==> src/design/umtrx_ctrl_pkg.sv <==
// Control-plane definitions for the radio core
// Bus widths, Wishbone window decode, settings address map,
// readback word indexes, reset values and state encodings

package umtrx_ctrl_pkg;

   // Wishbone geometry, byte addressed
   localparam int WB_DW    = 32;
   localparam int WB_AW    = 16;
   localparam int SET_AW   = 8;
   localparam int DECODE_W = 8;

   // Window decode on the top address byte
   localparam logic [DECODE_W-1:0] SETTINGS_WIN  = 8'h70;
   localparam logic [DECODE_W-1:0] SETTINGS_MASK = 8'hF0;
   localparam logic [DECODE_W-1:0] READBACK_WIN  = 8'h5C;
   localparam logic [DECODE_W-1:0] READBACK_MASK = 8'hFC;

   // Settings bus bases
   localparam int SR_MISC  = 0;
   localparam int SR_DIVSW = 180;

   // Offsets from SR_MISC, 1 and 2 are reserved
   typedef enum logic [SET_AW-1:0] {
      MISC_LMS_RES = 8'd0,
      MISC_LED_SW  = 8'd3,
      MISC_PHY     = 8'd4,
      MISC_BLDR    = 8'd5,
      MISC_LED_SRC = 8'd6
   } misc_reg_e;

   // Readback word indexes
   typedef enum logic [SET_AW-1:0] {
      RB_COMPAT = 8'd12,
      RB_STATUS = 8'd13
   } rb_word_e;

   // Major number high, minor number low
   localparam logic [WB_DW-1:0] COMPAT_NUM = {16'd9, 16'd0};

   localparam int LED_W = 8;
   localparam int RUN_W = 4;
   localparam logic [LED_W-1:0] LED_SRC_RESET = 8'h1E;
   localparam logic             DIVSW_RESET   = 1'b1;

   typedef enum logic {
      BOOT_WAIT = 1'b0,
      BOOT_DONE = 1'b1
   } boot_state_e;

endpackage

==> src/design/settings_wb_slave.sv <==
// Wishbone slave for the control plane
// Writes in the settings window become one-cycle settings-bus strobes,
// reads in the readback window return the compatibility and status words.
// Every access is acknowledged for one cycle, one edge after the request.

module settings_wb_slave #(
   parameter logic [umtrx_ctrl_pkg::WB_DW-1:0]    COMPAT   = umtrx_ctrl_pkg::COMPAT_NUM,
   parameter logic [umtrx_ctrl_pkg::DECODE_W-1:0] READ_WIN = umtrx_ctrl_pkg::READBACK_WIN,
   parameter logic [umtrx_ctrl_pkg::DECODE_W-1:0] SET_WIN  = umtrx_ctrl_pkg::SETTINGS_WIN
) (
   input  logic                                wb_clk,
   input  logic                                wb_rst_i,
   input  logic [umtrx_ctrl_pkg::WB_AW-1:0]    wb_adr_i,
   input  logic [umtrx_ctrl_pkg::WB_DW-1:0]    wb_dat_i,
   input  logic                                wb_we_i,
   input  logic                                wb_stb_i,
   input  logic                                wb_cyc_i,
   input  logic                                aux_ld1_i,
   input  logic                                aux_ld2_i,
   input  logic                                button_i,
   output logic [umtrx_ctrl_pkg::WB_DW-1:0]    wb_dat_o,
   output logic                                wb_ack_o,
   output logic                                set_stb_o,
   output logic [umtrx_ctrl_pkg::SET_AW-1:0]   set_addr_o,
   output logic [umtrx_ctrl_pkg::WB_DW-1:0]    set_data_o
);
   import umtrx_ctrl_pkg::*;

   logic [DECODE_W-1:0] win;
   logic [SET_AW-1:0]   word_idx;
   logic                set_hit;
   logic                rb_hit;
   logic                req;
   logic                set_wr;
   logic [WB_DW-1:0]    status_word;
   logic [WB_DW-1:0]    rd_word;

   assign win      = wb_adr_i[WB_AW-1 -: DECODE_W];
   assign word_idx = wb_adr_i[SET_AW+1:2];
   assign set_hit  = (win & SETTINGS_MASK) == (SET_WIN & SETTINGS_MASK);
   assign rb_hit   = (win & READBACK_MASK) == (READ_WIN & READBACK_MASK);

   // New request only while ack is low, so ack never stretches
   assign req    = wb_stb_i & wb_cyc_i & ~wb_ack_o;
   assign set_wr = req & wb_we_i & set_hit;

   // Bit 12 was the SPI ready flag, no SPI core here
   assign status_word = {16'b0, aux_ld2_i, aux_ld1_i, button_i, 1'b0, 12'b0};

   always_comb begin
      case (word_idx)
         RB_COMPAT: rd_word = COMPAT;
         RB_STATUS: rd_word = status_word;
         default:   rd_word = '0;
      endcase
   end

   //////////////////////////////////////////////////////////////////////
   // Handshake and strobe

   always_ff @(posedge wb_clk) begin
      if (wb_rst_i) begin
         wb_ack_o  <= 1'b0;
         set_stb_o <= 1'b0;
      end else begin
         wb_ack_o  <= req;
         set_stb_o <= set_wr;
      end
   end

   // Settings payload, only meaningful with set_stb_o
   always_ff @(posedge wb_clk) begin
      if (set_wr) begin
         set_addr_o <= word_idx;
         set_data_o <= wb_dat_i;
      end
   end

   // Read data, zero outside the readback window and on writes
   always_ff @(posedge wb_clk) begin
      wb_dat_o <= (req && !wb_we_i && rb_hit) ? rd_word : '0;
   end

endmodule

==> src/design/misc_settings_regs.sv <==
// Miscellaneous settings registers
// Decodes settings-bus writes into the LMS reset, PHY reset,
// bootloader-done, LED and diversity switch registers.
// LED pins mix hardware run flags and software bits under a source mask.

module misc_settings_regs #(
   parameter int MISC_BASE  = umtrx_ctrl_pkg::SR_MISC,
   parameter int DIVSW_BASE = umtrx_ctrl_pkg::SR_DIVSW
) (
   input  logic                               wb_clk,
   input  logic                               wb_rst_i,
   input  logic                               set_stb_i,
   input  logic [umtrx_ctrl_pkg::SET_AW-1:0]  set_addr_i,
   input  logic [umtrx_ctrl_pkg::WB_DW-1:0]   set_data_i,
   input  logic [umtrx_ctrl_pkg::RUN_W-1:0]   run_flags_i,
   output logic [1:0]                         lms_res_o,
   output logic                               phy_resetn_o,
   output logic                               bldr_done_o,
   output logic                               div_sw1_o,
   output logic                               div_sw2_o,
   output logic [umtrx_ctrl_pkg::LED_W-1:0]   leds_o
);
   import umtrx_ctrl_pkg::*;

   // Absolute settings addresses
   localparam logic [SET_AW-1:0] A_LMS_RES = SET_AW'(MISC_BASE + int'(MISC_LMS_RES));
   localparam logic [SET_AW-1:0] A_LED_SW  = SET_AW'(MISC_BASE + int'(MISC_LED_SW));
   localparam logic [SET_AW-1:0] A_PHY     = SET_AW'(MISC_BASE + int'(MISC_PHY));
   localparam logic [SET_AW-1:0] A_BLDR    = SET_AW'(MISC_BASE + int'(MISC_BLDR));
   localparam logic [SET_AW-1:0] A_LED_SRC = SET_AW'(MISC_BASE + int'(MISC_LED_SRC));
   localparam logic [SET_AW-1:0] A_DIVSW1  = SET_AW'(DIVSW_BASE);
   localparam logic [SET_AW-1:0] A_DIVSW2  = SET_AW'(DIVSW_BASE + 1);

   logic             phy_rst_q;
   logic [LED_W-1:0] led_sw_q;
   logic [LED_W-1:0] led_src_q;
   logic [LED_W-1:0] led_hw;

   //////////////////////////////////////////////////////////////////////
   // Register writes, each keeps the low bits at its width

   always_ff @(posedge wb_clk) begin
      if (wb_rst_i) begin
         lms_res_o   <= 2'b00;
         phy_rst_q   <= 1'b0;
         bldr_done_o <= 1'b0;
         led_sw_q    <= '0;
         led_src_q   <= LED_SRC_RESET;
         div_sw1_o   <= DIVSW_RESET;
         div_sw2_o   <= DIVSW_RESET;
      end else if (set_stb_i) begin
         case (set_addr_i)
            A_LMS_RES: lms_res_o   <= set_data_i[1:0];
            A_LED_SW:  led_sw_q    <= set_data_i[LED_W-1:0];
            A_PHY:     phy_rst_q   <= set_data_i[0];
            A_BLDR:    bldr_done_o <= set_data_i[0];
            A_LED_SRC: led_src_q   <= set_data_i[LED_W-1:0];
            A_DIVSW1:  div_sw1_o   <= set_data_i[0];
            A_DIVSW2:  div_sw2_o   <= set_data_i[0];
            default:   ;
         endcase
      end
   end

   assign phy_resetn_o = ~phy_rst_q;

   //////////////////////////////////////////////////////////////////////
   // LED mix

   // Run flags in bits 4..1, first flag (MSB of run_flags_i) at bit 4
   assign led_hw = {{(LED_W-RUN_W-1){1'b0}}, run_flags_i, 1'b0};

   // Mask bit 1 takes hardware, 0 takes software
   assign leds_o = (led_src_q & led_hw) | (~led_src_q & led_sw_q);

endmodule

==> src/design/boot_reset_ctrl.sv <==
// Bootloader handover reset
// Holds the internal reset during power-on reset, then gives one
// extra reset pulse on the first bootloader-done after power-on.
// Later bootloader-done writes are ignored.

module boot_reset_ctrl (
   input  logic wb_clk,
   input  logic por_rst,
   input  logic bldr_done_i,
   output logic wb_rst_o
);
   import umtrx_ctrl_pkg::*;

   boot_state_e state;
   logic        rst_pulse;

   always_ff @(posedge wb_clk) begin
      if (por_rst) begin
         state     <= BOOT_WAIT;
         rst_pulse <= 1'b0;
      end else begin
         rst_pulse <= 1'b0;
         case (state)
            BOOT_WAIT: begin
               if (bldr_done_i) begin
                  state     <= BOOT_DONE;
                  rst_pulse <= 1'b1;
               end
            end
            // Stays here until the next power-on reset
            BOOT_DONE: state <= BOOT_DONE;
            default:   state <= BOOT_WAIT;
         endcase
      end
   end

   assign wb_rst_o = por_rst | rst_pulse;

endmodule

==> src/design/umtrx_ctrl_top.sv <==
// Control-plane top level
// Wishbone slave feeding the settings registers over the settings bus,
// with the bootloader handover controller forming the internal reset

module umtrx_ctrl_top (
   input  logic                               wb_clk,
   input  logic                               por_rst,
   // Wishbone slave
   input  logic [umtrx_ctrl_pkg::WB_AW-1:0]   wb_adr_i,
   input  logic [umtrx_ctrl_pkg::WB_DW-1:0]   wb_dat_i,
   output logic [umtrx_ctrl_pkg::WB_DW-1:0]   wb_dat_o,
   input  logic                               wb_we_i,
   input  logic                               wb_stb_i,
   input  logic                               wb_cyc_i,
   output logic                               wb_ack_o,
   // Status and run inputs
   input  logic                               aux_ld1_i,
   input  logic                               aux_ld2_i,
   input  logic                               button_i,
   input  logic [umtrx_ctrl_pkg::RUN_W-1:0]   run_flags_i,
   // Control outputs
   output logic [1:0]                         lms_res_o,
   output logic                               phy_resetn_o,
   output logic                               div_sw1_o,
   output logic                               div_sw2_o,
   output logic [umtrx_ctrl_pkg::LED_W-1:0]   leds_o
);
   import umtrx_ctrl_pkg::*;

   logic              wb_rst;
   logic              bldr_done;
   logic              set_stb;
   logic [SET_AW-1:0] set_addr;
   logic [WB_DW-1:0]  set_data;

   //////////////////////////////////////////////////////////////////////
   // Bus side

   settings_wb_slave #(
      .COMPAT   (COMPAT_NUM),
      .READ_WIN (READBACK_WIN),
      .SET_WIN  (SETTINGS_WIN)
   ) i_settings_wb_slave (
      .wb_clk     (wb_clk),
      .wb_rst_i   (wb_rst),
      .wb_adr_i   (wb_adr_i),
      .wb_dat_i   (wb_dat_i),
      .wb_we_i    (wb_we_i),
      .wb_stb_i   (wb_stb_i),
      .wb_cyc_i   (wb_cyc_i),
      .aux_ld1_i  (aux_ld1_i),
      .aux_ld2_i  (aux_ld2_i),
      .button_i   (button_i),
      .wb_dat_o   (wb_dat_o),
      .wb_ack_o   (wb_ack_o),
      .set_stb_o  (set_stb),
      .set_addr_o (set_addr),
      .set_data_o (set_data)
   );

   //////////////////////////////////////////////////////////////////////
   // Register side

   misc_settings_regs #(
      .MISC_BASE  (SR_MISC),
      .DIVSW_BASE (SR_DIVSW)
   ) i_misc_settings_regs (
      .wb_clk       (wb_clk),
      .wb_rst_i     (wb_rst),
      .set_stb_i    (set_stb),
      .set_addr_i   (set_addr),
      .set_data_i   (set_data),
      .run_flags_i  (run_flags_i),
      .lms_res_o    (lms_res_o),
      .phy_resetn_o (phy_resetn_o),
      .bldr_done_o  (bldr_done),
      .div_sw1_o    (div_sw1_o),
      .div_sw2_o    (div_sw2_o),
      .leds_o       (leds_o)
   );

   // Internal reset for both blocks above
   boot_reset_ctrl i_boot_reset_ctrl (
      .wb_clk      (wb_clk),
      .por_rst     (por_rst),
      .bldr_done_i (bldr_done),
      .wb_rst_o    (wb_rst)
   );

endmodule

==> config.mk <==
export PLATFORM = sky130hd
export DESIGN_NAME = umtrx_ctrl_top
export DESIGN_NICKNAME = d
export VERILOG_FILES = /design/src/design/umtrx_ctrl_pkg.sv /design/src/design/settings_wb_slave.sv /design/src/design/misc_settings_regs.sv /design/src/design/boot_reset_ctrl.sv /design/src/design/umtrx_ctrl_top.sv
export SDC_FILE = /design/constraint.sdc
export NUM_CORES = 1
export LEC_CHECK = 0
export ABC_AREA = 1
export BUFFER_PORTS_ARGS = -buffer_cell sky130_fd_sc_hd__buf_4
export CAP_MARGIN = 10
export CORE_MARGIN = 4
export CORE_UTILIZATION = 49
export CTS_CLUSTER_DIAMETER = 60
export DETAILED_ROUTE_END_ITERATION = 12
export PLACE_DENSITY = 0.84
export SYNTH_ARGS = -nofsm -noshare
export SYNTH_HDL_FRONTEND = slang
export SYNTH_SLANG_ARGS = --single-unit
==> constraint.sdc <==
create_clock -name wb_clk -period 6.7 [get_ports wb_clk]
set_clock_uncertainty 0.15 [all_clocks]
set_input_delay 0.335 -clock wb_clk [delete_from_list [all_inputs] [get_ports wb_clk]]
set_output_delay 0.335 -clock wb_clk [all_outputs]
set_load 0.1 [all_outputs]
==> summary.md, run 1 <==
The part of the power in registers is 0.502, and the largest fanout on the critical path is 11. The portion of the post-synthesis area used by sequential elements is 0.4977, and the routed length per instance is 11.24 um. The root buffer cell chosen for the clock tree is sky130_fd_sc_hd__clkbuf_8. The total number of yosys warnings was 0.

The first detailed-routing pass ran for 4 iterations. The total setup violations reported at the end of the flow was 0; the initial core utilization was 0.5242. Buffers inserted during clock tree synthesis total 5. The tools report the startpoint type of the worst setup path as a register.

The final count of pins violating max slew came out at 0. Adding up every negative setup slack in the final design gives 0 ps. The number of antenna diodes in the final layout is 0.

For flop-to-flop paths, the worst setup slack is 4760 ps. The post-synthesis sequential element count is 46. The number of instances resized during post-cts repair is 0. The tools report the net count of the finished layout as 365.

After layout, the minimum clock period comes to 1940 ps. Averaged over all synthesized cells, the footprint is 8.723 um^2. For the worst setup path, the data required time is 6550 ps.

Routability-driven placement finished with a final weighted congestion of 0.7429. The final cycle utilization of the critical path came out at 0.2896. The share of power burned in combinational logic came out at 0.183. The switching fraction of total power came out at 0.3048. The critical path starts at i_settings_wb_slave.wb_ack_o$_SDFF_PP0_.

The number of design-rule violations left by the first detailed-router iteration was 58; the power per standard cell area was 220.4 nW/um^2. In the routed design, unresolved DRC markers number 0. The total wirelength of the detailed-routed design was 4000 um. The worst hold path belongs to the class primary input to register. The HPWL after detailed placement was 3105 um; the die outline area was 5562 um^2. Summed over all cells, the static leakage comes to 1.242 nW. Synthesis handed over a netlist of 249 instances. The worst register-to-register path begins at i_settings_wb_slave.wb_ack_o$_SDFF_PP0_. The H-tree depth reported by CTS is 2, and the final global-route overflow total is 0. The maximum clock insertion buffer count came out at 2.

The die is 74.58 um tall. The peak ir drop on the vdd network was 0.1029 mV. STA classifies the critical path endpoint as a register. For the internal power of the cells, the log shows 400.7 uW. After synthesis the cells add up to 2172 um^2. The post-CTS setup repair buffer count is 0. The fraction of layout instances using a drive strength above 1 is 0.2680.

The flow ran to the end, and the final reports show no timing, DRC or antenna violations. Excluding fillers, the count of instances in the completed layout stands at 356. The switching component of the power was 175.7 uW; the critical path data arrival time was 1790 ps. The critical path is of the register to register type.

The wire length of the first global-routing pass was 6272 um; the clock latency of the later-clocked register in the worst-skew pair was 290 ps. Buffers placed on the I/O ports in this run total 52. The share of total power in the clock network came out at 0.316.

Count of boundary I/O pins: 106. The routed via count divided by cell count was 4.579; the clock sink count was 46. For the initial antenna violation count, the log shows 0. Setup repair after global routing left no endpoint under its margin. The slew of the pin with the lowest slew margin came out at 581.2 ps.

The logs give 0.1497 for the global-route total usage across every layer and 0 for the antenna violation net count after detailed routing. OpenSTA, run right after detailed placement, puts the worst setup slack at 4555 ps. For this design, the CTS-stage hold fixing added 0 buffers.

From synthesis to final layout, the design area changed by 20.39%. The logs give 0.5155 GHz for the upper clock frequency limit and 0 for the total of max-cap violations. For the number of endpoints with negative hold slack in the final report, the log shows 0.

Entering global routing, the biggest net connects 23 pins. In this run the most critical hold path is launched from por_rst. The max-slew headroom at the worst pin came out at 0.6102. TritonCTS built the clock tree. The standard cell core area is 4144 um^2, and the worst path setup slack after routing is 4760 ps.

The number of global-route vias before repair came out at 1512. The tools report the share of the core filled with cells in the final layout as 0.6310. After clock tree synthesis, the clock-pin slew on the worst setup and hold paths is 80 ps. The run gives 348 as the number of cells after detailed placement. The count of unique library cells instantiated by Yosys was 25. The initialized floorplan defines 23 standard-cell rows. Measured along the x axis, the die boundary spans 74.58 um.

The run gives 1630 as the total via count after detailed routing.
-- area by class of cell --
class	instances	area [um^2]
multi-input cells	173	870.8
clock buffers	7	96.34
well taps	50	62.56
inverters	26	97.59
repair buffers	53	397.9
flip-flops and latches	46	1081
clock inverters	1	8.758
fillers	369	1529
-- layout by cell type, fill, tap and decap left out, types with 3 or more instances in the layout --
cell type                  instances
sky130_fd_sc_hd__dfxtp_1          30
sky130_fd_sc_hd__nand3_1          27
sky130_fd_sc_hd__nor2_2            3
sky130_fd_sc_hd__edfxtp_1         16
sky130_fd_sc_hd__nand2_2           3
sky130_fd_sc_hd__conb_1           27
sky130_fd_sc_hd__mux2_2            4
sky130_fd_sc_hd__nand2_1          38
sky130_fd_sc_hd__nand4_1           3
sky130_fd_sc_hd__buf_4            53
sky130_fd_sc_hd__a21oi_1           4
sky130_fd_sc_hd__nor2_1           45
sky130_fd_sc_hd__inv_1            25
sky130_fd_sc_hd__clkbuf_8          7
sky130_fd_sc_hd__nor2_4            5
-- sequential cells by signal (all words and copies together), names as in the netlist, 2 cells and up --
| signal | count |
|---|---|
| i_misc_settings_regs.led_src_q | 8 |
| i_misc_settings_regs.led_sw_q | 8 |
| i_settings_wb_slave.set_addr_o | 8 |
| i_settings_wb_slave.set_data_o | 8 |
| i_settings_wb_slave.wb_dat_o | 4 |
| i_misc_settings_regs.lms_res_o | 2 |
-- worst max-delay path, cell delays in order, from the launching register on --
cell,delay (ps)
sky130_fd_sc_hd__dfxtp_1,320
sky130_fd_sc_hd__nor2_1,280
sky130_fd_sc_hd__inv_1,130
sky130_fd_sc_hd__nor3_2,450
sky130_fd_sc_hd__buf_4,310
-- cells in the mapped netlist --
master	count	share of area
sky130_fd_sc_hd__nand2_1	38	0.066
sky130_fd_sc_hd__nor2_4	5	0.026
sky130_fd_sc_hd__mux2_2	4	0.021
sky130_fd_sc_hd__edfxtp_1	16	0.22
sky130_fd_sc_hd__nand2_4	1	0.0052
sky130_fd_sc_hd__nor2_8	2	0.018
sky130_fd_sc_hd__and3b_1	1	0.0040
sky130_fd_sc_hd__dfxtp_1	30	0.28
sky130_fd_sc_hd__buf_4	30	0.10
sky130_fd_sc_hd__nor2_1	45	0.078
sky130_fd_sc_hd__nand3_2	1	0.0046
sky130_fd_sc_hd__conb_1	1	0.0017
sky130_fd_sc_hd__nand3b_4	1	0.0092
sky130_fd_sc_hd__nor4_1	1	0.0029
sky130_fd_sc_hd__nand2_2	3	0.0086
sky130_fd_sc_hd__nor3_1	3	0.0069
sky130_fd_sc_hd__or2_1	1	0.0029
sky130_fd_sc_hd__a21oi_1	4	0.0092
sky130_fd_sc_hd__nand3_1	27	0.062
sky130_fd_sc_hd__nor2_2	3	0.0086
sky130_fd_sc_hd__inv_1	25	0.043
sky130_fd_sc_hd__nor3b_1	2	0.0069
sky130_fd_sc_hd__nand3b_1	1	0.0035
sky130_fd_sc_hd__clkinv_1	1	0.0017
sky130_fd_sc_hd__nand4_1	3	0.0086
-- per-layer routing --
layer | vias to the layer above | GRT usage | part of all wire | wire, um
met2 | 51 | 0.2585 | 0.50 | 1987
met4 | 0 | 0.05336 | 0.0088 | 35
li1 | 851 | - | - | -
met1 | 724 | 0.1694 | 0.41 | 1656
met5 | - | 0 | 0 | 0
met3 | 4 | 0.05541 | 0.080 | 320
-- kinds of logic (layout without fill, tap and decap cells) --
| family | count (synthesis) | in the layout | synth area share |
|---|---|---|---|
| AO/OA/AOI/OAI | 4 | 4 | 0.009217 |
| buffers and inverters | 56 | 87 | 0.1486 |
| AND/OR/NAND/NOR | 138 | 138 | 0.3220 |
| other | 1 | 27 | 0.001726 |
| flip-flops | 46 | 46 | 0.4977 |
| multiplexers | 4 | 4 | 0.02074 |
-- metrics by stage --
| stage | instance area (um^2) | total power [mW] | hold WS (ps) |
|---|---|---|---|
| after CTS | 2615 | 0.5814 | 46.83 |
| final | 2615 | 0.5764 | 56.88 |
| after floorplan | 2270 | 0.3941 | 246.2 |
| after global placement | 2510 | 0.4000 | 250.4 |
| after global routing | 2615 | 0.5977 | 46.37 |
| after detailed placement | 2510 | 0.4006 | 266.1 |
-- power groups by stage --
stage / Clock (mW) / Sequential, mW / Combinational [mW]
finish: 0.182 / 0.289 / 0.105
global route: 0.199 / 0.289 / 0.110
CTS: 0.187 / 0.289 / 0.105
detailed placement: 0 / 0.296 / 0.105
global placement: 0 / 0.296 / 0.104
floorplan: 0 / 0.297 / 0.0968
-- final timing paths --
| check | end | cells after the start |
|---|---|---|
| hold / removal | i_boot_reset_ctrl.state$_SDFF_PP0_ | 2 |
| hold reg to reg | i_boot_reset_ctrl.rst_pulse$_SDFF_PP0_ | 1 |
| setup / recovery | i_settings_wb_slave.set_addr_o[2]$_DFFE_PP_ | 4 |
| setup reg to reg | i_settings_wb_slave.set_addr_o[2]$_DFFE_PP_ | 4 |
Power figures use the tool's default switching activity.
==> inputs of run 2 (changes only) <==
--- a/config.mk
+++ b/config.mk
@@ -9,10 +9,10 @@
 export BUFFER_PORTS_ARGS = -buffer_cell sky130_fd_sc_hd__buf_4
 export CAP_MARGIN = 10
 export CORE_MARGIN = 4
-export CORE_UTILIZATION = 49
+export CORE_UTILIZATION = 46
 export CTS_CLUSTER_DIAMETER = 60
 export DETAILED_ROUTE_END_ITERATION = 12
-export PLACE_DENSITY = 0.84
+export PLACE_DENSITY = 0.8
 export SYNTH_ARGS = -nofsm -noshare
 export SYNTH_HDL_FRONTEND = slang
 export SYNTH_SLANG_ARGS = --single-unit
==> constraint.sdc (replaced) <==
create_clock -name wb_clk -period 1.8 [get_ports wb_clk]
set_clock_uncertainty 0.15 [all_clocks]
set_input_delay 0.09 -clock wb_clk [delete_from_list [all_inputs] [get_ports wb_clk]]
set_output_delay 0.09 -clock wb_clk [all_outputs]
set_load 0.1 [all_outputs]
==> run 2 against run 1 <==
  * Sequential share of layout area down 4.3 points
  * Count of clock-buffer cells in the layout down 2
  * Global-route usage up 0.73 points
  * Non-clock buffer count up 27
  * Sequential power rose to 3.7 times the previous value
  * Cell area up 12%
  * Core utilization up 2.4 points
  * Register-to-register slack worse by 4600 ps
  * Flip-flop and latch count unchanged
  * Cell count up 8.1%
==> summary.md, run 2 (synthesis gave the netlist of run 1 again) <==
The run finished with clean final reports. For the wire length of the first global-routing pass, the log shows 7389 um (+18%). For the die outline area, the log shows 5885 um^2 (+5.8%). The net count of the finished layout is 392 (+7.4%), and the die boundary height is 76.72 um (+2.9%). Pin count of the biggest net entering global routing: 23 (unchanged). The routed length per instance was 11.79 um (+4.9%).

The largest fanout on the critical path works out to 4 (-7). The number of non-filler instances in the completed layout was 385 (+8.1%); the count of input and output buffers was 52 (unchanged). The required time at the worst-slack endpoint was 1880 ps (-4670 ps); the worst path setup slack after routing was 92.15 ps (-4668 ps). Total negative slack: 0 ps (unchanged). The run gives 0.4855 (-0.03870) as the initial core utilization. Leaving out fill and tap cells, the most frequent cells in the layout are 53 x sky130_fd_sc_hd__buf_4, 39 x sky130_fd_sc_hd__nor2_1, 38 x sky130_fd_sc_hd__nand2_1.

The power per standard cell area was 778.7 nW/um^2 (+250%). The final cycle utilization of the critical path is 0.9488. The H-tree depth reported by CTS is 2 (unchanged), and the count of boundary I/O pins is 106 (unchanged).

The upper clock frequency limit is 0.5855 GHz. The total wirelength of the detailed-routed design came out at 4539 um (+13%). The clock latency of the later-clocked register in the worst-skew pair is 300 ps (about the same).

The footprint of the flip-flops and latches is 1085 um^2 (+0.35%). Setup repair after global routing left no endpoint under its margin. The fraction of layout instances using a drive strength above 1 came out at 0.2703 (+0.002296). The clock period minus worst slack is 1708 ps. The standard cell core area is 4474 um^2 (+8.0%). The run gives 1673 (+11%) as the number of global-route vias before repair.

The run gives 0 (unchanged) as the total setup violations reported at the end of the flow. The logs give 0 (unchanged) for the total DRC errors in the routed layout and 892.1 um^2 (+2.4%) for the footprint of the multi-input gates. The tools report the detailed-routing iteration count for the pre-antenna-repair pass as 4 (unchanged). The tools report the final cell area excluding filler cells as 2930 um^2 (+12%). The final antenna diode count was 0 (unchanged). From synthesis to final layout, the design area changed by 34.91%. Leaving out fill and tap cells, the most frequent cell in the layout is sky130_fd_sc_hd__buf_4. The final count of pins violating max slew came out at 0 (unchanged). The filler cell count came out at 348 (-5.7%). The placed cell area is 2555 um^2 (+1.8%), and the worst hold margin is 23.70 ps (-33.18 ps). The run gives 0.4882 mV (+370%) as the peak ir drop on the vdd network.

The routed via count divided by cell count is 4.639 (+1.3%), and the antenna violation net count after detailed routing is 0 (unchanged). The tools report the flop-to-flop setup slack as 170 ps (-4590 ps). The path class of the tightest hold or removal check is primary input to register. The number of design-rule violations left by the first detailed-router iteration is 54 (-6.9%). The global-route total usage across every layer was 0.1570 (+0.007338). The total of max-cap violations came out at 0 (unchanged). The critical path in this run is classified as primary input to register.

The number of cells after detailed placement came out at 351 (+0.86%). The initial antenna violation count is 0 (unchanged). The x dimension of the die was 76.72 um (+2.9%); the final global-route overflow total was 0 (unchanged).

The tools report the number of placement rows as 24 (+4.3%). The weighted congestion at the end of routability-driven global placement came out at 0.7626 (+2.7%). The critical path data arrival time is 1790 ps (about the same). The setup slack after placement came out at 287.2 ps (-4268 ps). The tree is rooted in a sky130_fd_sc_hd__clkbuf_8. The worst setup path is captured at a register. The run gives 1786 (+9.6%) as the total via count after detailed routing.

The clock transition time at the flip-flop clock pins of the worst setup and hold paths works out to 90 ps (about the same). The number of buffers added by the clock tree synthesis step was 5 (unchanged). The startpoint type of the worst setup path is a primary input. The maximum clock insertion buffer count was 2 (unchanged); the leakage power was 1.362 nW (+9.7%).

The run gives 2989 um (-3.7%) as the HPWL after detailed placement. The number of endpoints with negative hold slack in the final report came out at 0 (unchanged). The tools report the clock sink count as 46 (unchanged). TritonCTS built the clock tree.
[run 2: routing by layer]
| metal | track usage | part of all wire |
|---|---|---|
| met1 | 0.1677 | 0.38 |
| met3 | 0.04450 | 0.065 |
| met4 | 0.07065 | 0.022 |
| met5 | 0 | 0 |
| met2 | 0.2848 | 0.53 |
[run 2: what timing repair did]
item	4_1_cts	5_1_grt
buffers inserted	0	0
endpoints found under the hold margin	24	0
gates resized for setup	0	1
hold buffers	26	0
endpoints found under the setup margin	0	2
[run 2: layout make-up]
| cell class | instances | area share |
|---|---|---|
| repair buffers | 80 | 0.2314 |
| inverters | 26 | 0.03330 |
| clock inverters | 3 | 0.01494 |
| clock buffers | 5 | 0.02348 |
| multi-input cells | 173 | 0.3044 |
| flip-flops and latches | 46 | 0.3702 |
| well taps | 52 | 0.02220 |
[run 2: worst paths after layout]
path                                                       to  cells after the start                               startpoint
setup / recovery  i_settings_wb_slave.wb_dat_o[15]$_SDFF_PN0_                      6                             wb_adr_i[13]
hold / removal       i_settings_wb_slave.set_stb_o$_SDFF_PP0_                      3                                  wb_we_i
setup reg to reg  i_settings_wb_slave.wb_dat_o[15]$_SDFF_PN0_                      4  i_settings_wb_slave.wb_ack_o$_SDFF_PP0_
hold reg to reg        i_boot_reset_ctrl.rst_pulse$_SDFF_PP0_                      1       i_boot_reset_ctrl.state$_SDFF_PP0_
[run 2: worst max-delay path, cell delays in order]
cell and delay (ps):
sky130_fd_sc_hd__dlygate4sd3_1 540, sky130_fd_sc_hd__buf_4 150, sky130_fd_sc_hd__nor2_2 180, sky130_fd_sc_hd__nand4_1 140
sky130_fd_sc_hd__dlygate4sd3_1 590, sky130_fd_sc_hd__nor2_1 100
[run 2: report_power, final]
group / internal [mW] / switching (mW) / leakage (nW)
Sequential: 1.07 / 0.00165 / 0.387
Clock: 0.416 / 0.349 / 0.0585
Combinational: 0.0994 / 0.342 / 0.917
Total: 1.59 / 0.693 / 1.36
[run 2: per-stage QoR]
stage / power [mW] / utilization
global route: 2.358 / 0.6549
floorplan: 1.469 / -
finish: 2.282 / 0.6549
detailed placement: 1.494 / 0.5710
global placement: 1.493 / 0.5710
CTS: 2.288 / 0.6544
==> inputs of run 3 (changes only) <==
--- a/config.mk
+++ b/config.mk
@@ -9,10 +9,12 @@
 export BUFFER_PORTS_ARGS = -buffer_cell sky130_fd_sc_hd__buf_4
 export CAP_MARGIN = 10
 export CORE_MARGIN = 4
-export CORE_UTILIZATION = 46
+export CORE_UTILIZATION = 50
 export CTS_CLUSTER_DIAMETER = 60
 export DETAILED_ROUTE_END_ITERATION = 12
-export PLACE_DENSITY = 0.8
+export PLACE_DENSITY = 0.81
+export RECOVER_POWER = 50
 export SYNTH_ARGS = -nofsm -noshare
 export SYNTH_HDL_FRONTEND = slang
+export SYNTH_HIERARCHICAL = 1
 export SYNTH_SLANG_ARGS = --single-unit
==> run 3 against run 2 <==
  * First-iteration DRC count up 76%
  * Global-route usage up 1.4 points
  * Flip-flop and latch count unchanged
  * Hold slack got worse by 10 ps
  * Critical endpoint is now i_misc_settings_regs/led_sw_q[5]$_SDFFE_PP0P_
  * Critical path type unchanged
==> summary.md, run 3 <==
The flow ran to the end, and the final reports show no timing, DRC or antenna violations. The run gives 0 (unchanged) as the post-CTS setup repair buffer count. The path category of the worst min-delay check was primary input to register.

Max-slew headroom at the worst pin: 0.6318. The logs give 0 (unchanged) for the antenna violation net count after detailed routing and 2 (unchanged) for the H-tree depth reported by CTS. The HPWL after detailed placement came out at 2906 um (-2.8%).

The library cells used most frequently in the layout, excluding fill and tap cells, are 44 x sky130_fd_sc_hd__nand2_1, 35 x sky130_fd_sc_hd__nor2_1, 32 x sky130_fd_sc_hd__inv_1. The share of power burned in combinational logic was 0.190 (-0.004); the routed length per instance was 10.91 um (-7.5%). The placed cell area is 2479 um^2 (-3.0%). The tools report the number of cells produced by synthesis as 259 (+4.0%). The run gives 671.2 uW (-3.1%) as the switching component of the power. For the share of total power in the clock network, the log shows 0.333 (-0.002). The number of placement rows is 23 (-4.2%). Cell type group with the largest total delay on the critical path: buffers and inverters. TritonCTS built the clock tree. The synthesized cell area is 2147 um^2 (-1.2%). The final antenna diode count is 0 (unchanged), and the number of buffer and inverter instances along the worst setup path is 4 (+1). The x dimension of the die works out to 73.53 um (-4.2%).

The switching fraction of total power was 0.2978 (-0.005763); the total via count after detailed routing was 1771 (-0.84%). The cell sitting at the root of the clock tree is a sky130_fd_sc_hd__clkbuf_8. STA classifies the critical path startpoint as a primary input.

The standard cell core area is 4086 um^2 (-8.7%). The tools report the global-route total usage across every layer as 0.1706 (+0.01354). The die boundary height was 73.53 um (-4.2%); the number of cells after detailed placement was 356 (+1.4%). The run gives 6 (+6) as the total number of yosys warnings. Total of max-cap violations: 0 (unchanged).

For the net count of the finished layout, the log shows 397 (+1.3%). Share of the core filled with cells in the final layout: 0.6779 (+0.02297). The run gives 0 (unchanged) as the total setup violations reported at the end of the flow. The final count of pins violating max slew is 0 (unchanged). Leaving out fill and tap cells, the most frequent cell in the layout is sky130_fd_sc_hd__nand2_1. The run gives 0 (unchanged) as the initial antenna violation count. The tools report the number of instances resized during post-cts repair as 0 (unchanged).

The startpoint identified for the worst register-to-register timing path is i_settings_wb_slave/set_addr_o[5]$_DFFE_PP_. The routed via count divided by cell count came out at 4.564 (-1.6%). The count of input and output buffers works out to 52 (unchanged). The clock transition time at the flip-flop clock pins of the worst setup and hold paths is 80 ps (about the same), and the number of endpoints with negative hold slack in the final report is 0 (unchanged). The delay of the slowest critical-path stage works out to 540 ps (-50 ps). The fraction of layout instances using a drive strength above 1 is 0.2426 (-0.02767), and the power per standard cell area is 813.7 nW/um^2 (+4.5%).

The run gives 277.4 ps (-9.793 ps) as the setup slack after placement. Peak ir drop on the vdd network: 0.4938 mV (+1.2%). The largest fanout on the critical path was 22 (+18). The tools report the number of buffers added by the clock tree synthesis step as 5 (unchanged). The maximum clock insertion buffer count was 2 (unchanged). The required time at the worst-slack endpoint was 1870 ps (about the same). The post-synthesis average cell area came out at 8.290 um^2 (-5.0%).

For the worst path setup slack after routing, the log shows 201.9 ps (+109.8 ps). Tracing the worst setup path back leads to its startpoint at por_rst. The critical path ends at i_misc_settings_regs/led_sw_q[5]$_SDFFE_PP0P_. The detailed-routing iteration count for the pre-antenna-repair pass is 4 (unchanged).

The logs give 23 (unchanged) for the pin count of the biggest net entering global routing and 1.583 mW (-0.40%) for the internal power of the cells. The critical path depth in cells is 7 (+1). Among all stages on the critical path, the largest delay is contributed by sky130_fd_sc_hd__dlygate4sd3_1. The cell depth of the worst flop-to-flop path is 6 (+2), and the wire length of the first global-routing pass is 7189 um (-2.7%). The tools report the weighted congestion at the end of routability-driven global placement as 0.8115 (+6.4%). Setup repair after global routing left no endpoint under its margin. The critical path data arrival time was 1670 ps (-120 ps); the initial core utilization was 0.5254 (+0.03995). The logs give 1.267 nW (-7.0%) for the leakage power and 5407 um^2 (-8.1%) for the die outline area.

Clock period minus worst slack: 1598 ps (-109.8 ps). The flop-to-flop setup slack came out at 260 ps (+90 ps). The total negative slack is 0 ps (unchanged), and the final cycle utilization of the critical path is 0.8878 (-0.06098). In this run the critical register-to-register path is captured at i_misc_settings_regs/led_sw_q[0]$_SDFFE_PP0P_.

The upper clock frequency limit came out at 0.6257 GHz (+6.9%). The tools report the total wirelength of the detailed-routed design as 4232 um (-6.8%). The area growth from synthesis to layout is 29.02%. The worst hold margin is 13.21 ps (-10.49 ps), and the count of boundary I/O pins is 106 (unchanged). Walking the worst path, the cells encountered are dlygate4sd3_1, clkbuf_1, or2_0, inv_1, clkbuf_2, nand2_1, nor2_1. The cts-stage hold buffer count was 24 (-7.7%). Final cell area excluding filler cells: 2770 um^2 (-5.5%).

The final global-route overflow total came out at 0 (unchanged). The number of non-filler instances in the completed layout is 388 (+0.78%). The run gives 0 (unchanged) as the total DRC errors in the routed layout.

The worst setup path is of the primary input to register kind. The logs give 2.254 mW (-1.2%) for the overall power after layout and 290 ps (about the same) for the clock latency of the later-clocked register in the worst-skew pair. The tools report the type of destination of the critical path as a register. The slew of the pin with the lowest slew margin was 554.6 ps; the clock sink count was 46 (unchanged). The part of the power in registers is 0.477 (+0.006), and the number of design-rule violations left by the first detailed-router iteration is 95 (+76%).

The run gives 1662 (-0.66%) as the number of global-route vias before repair.
[run 3: cell types whose count changed in the layout (fill, tap and decap cells not counted), sizes merged, moves of 3 or more]
cell	change
a21oi	+8
clkbuf	+34
inv	+8
nand4	-3
buf	-33
nand2	+6
nor2	-7
[run 3: area by class of cell]
| cell class | count | area [um^2] |
|---|---|---|
| Fill cell | 368 | 1316 |
| Sequential cell | 46 | 1082 |
| Multi-Input combinational cell | 172 | 793.3 |
| Timing Repair Buffer | 78 | 594.3 |
| Inverter | 34 | 127.6 |
| Clock buffer | 6 | 72.57 |
| Tap cell | 50 | 62.56 |
| Clock inverter | 2 | 37.54 |
[run 3: worst register-to-register path, cell delays in order, from the launching register on]
cell,delay [ps]
sky130_fd_sc_hd__edfxtp_1,410
sky130_fd_sc_hd__nor2_2,150
sky130_fd_sc_hd__nand2_2,100
sky130_fd_sc_hd__nor2_4,360
sky130_fd_sc_hd__nand3_1,130
sky130_fd_sc_hd__nand2_1,90
sky130_fd_sc_hd__nor2_1,40
[run 3: power by group through the flow]
stage	registers, mW	logic, mW	clock network [mW]
CTS	1.08	0.432	0.761
global placement	1.10	0.390	0
finish	1.08	0.428	0.750
floorplan	1.11	0.360	0
global route	1.08	0.447	0.804
detailed placement	1.10	0.392	0
[run 3: how the worst min path moves through the flow]
stage	start	endpoint	slack [ps]	cells after the start
2_1_floorplan	por_rst	i_boot_reset_ctrl/state$_SDFF_PP0_	10	1
3_3_place_gp	por_rst	i_boot_reset_ctrl/state$_SDFF_PP0_	120	2
3_5_place_dp	wb_dat_i[2]	i_settings_wb_slave/set_data_o[2]$_DFFE_PP_	120	1
4_1_cts	wb_adr_i[10]	i_settings_wb_slave/wb_dat_o[16]$_SDFF_PN0_	8	5
5_1_grt	wb_adr_i[11]	i_settings_wb_slave/wb_dat_o[13]$_SDFF_PN0_	10	5
6_report	wb_adr_i[10]	i_settings_wb_slave/wb_dat_o[16]$_SDFF_PN0_	10	5
[run 3: routing by layer]
layer,up-vias,share of wire,track usage
met2,64,0.53,0.3081
met1,793,0.38,0.1910
met3,5,0.089,0.06019
li1,909,-,-
met5,-,0,0
met4,0,0.0073,0.03823
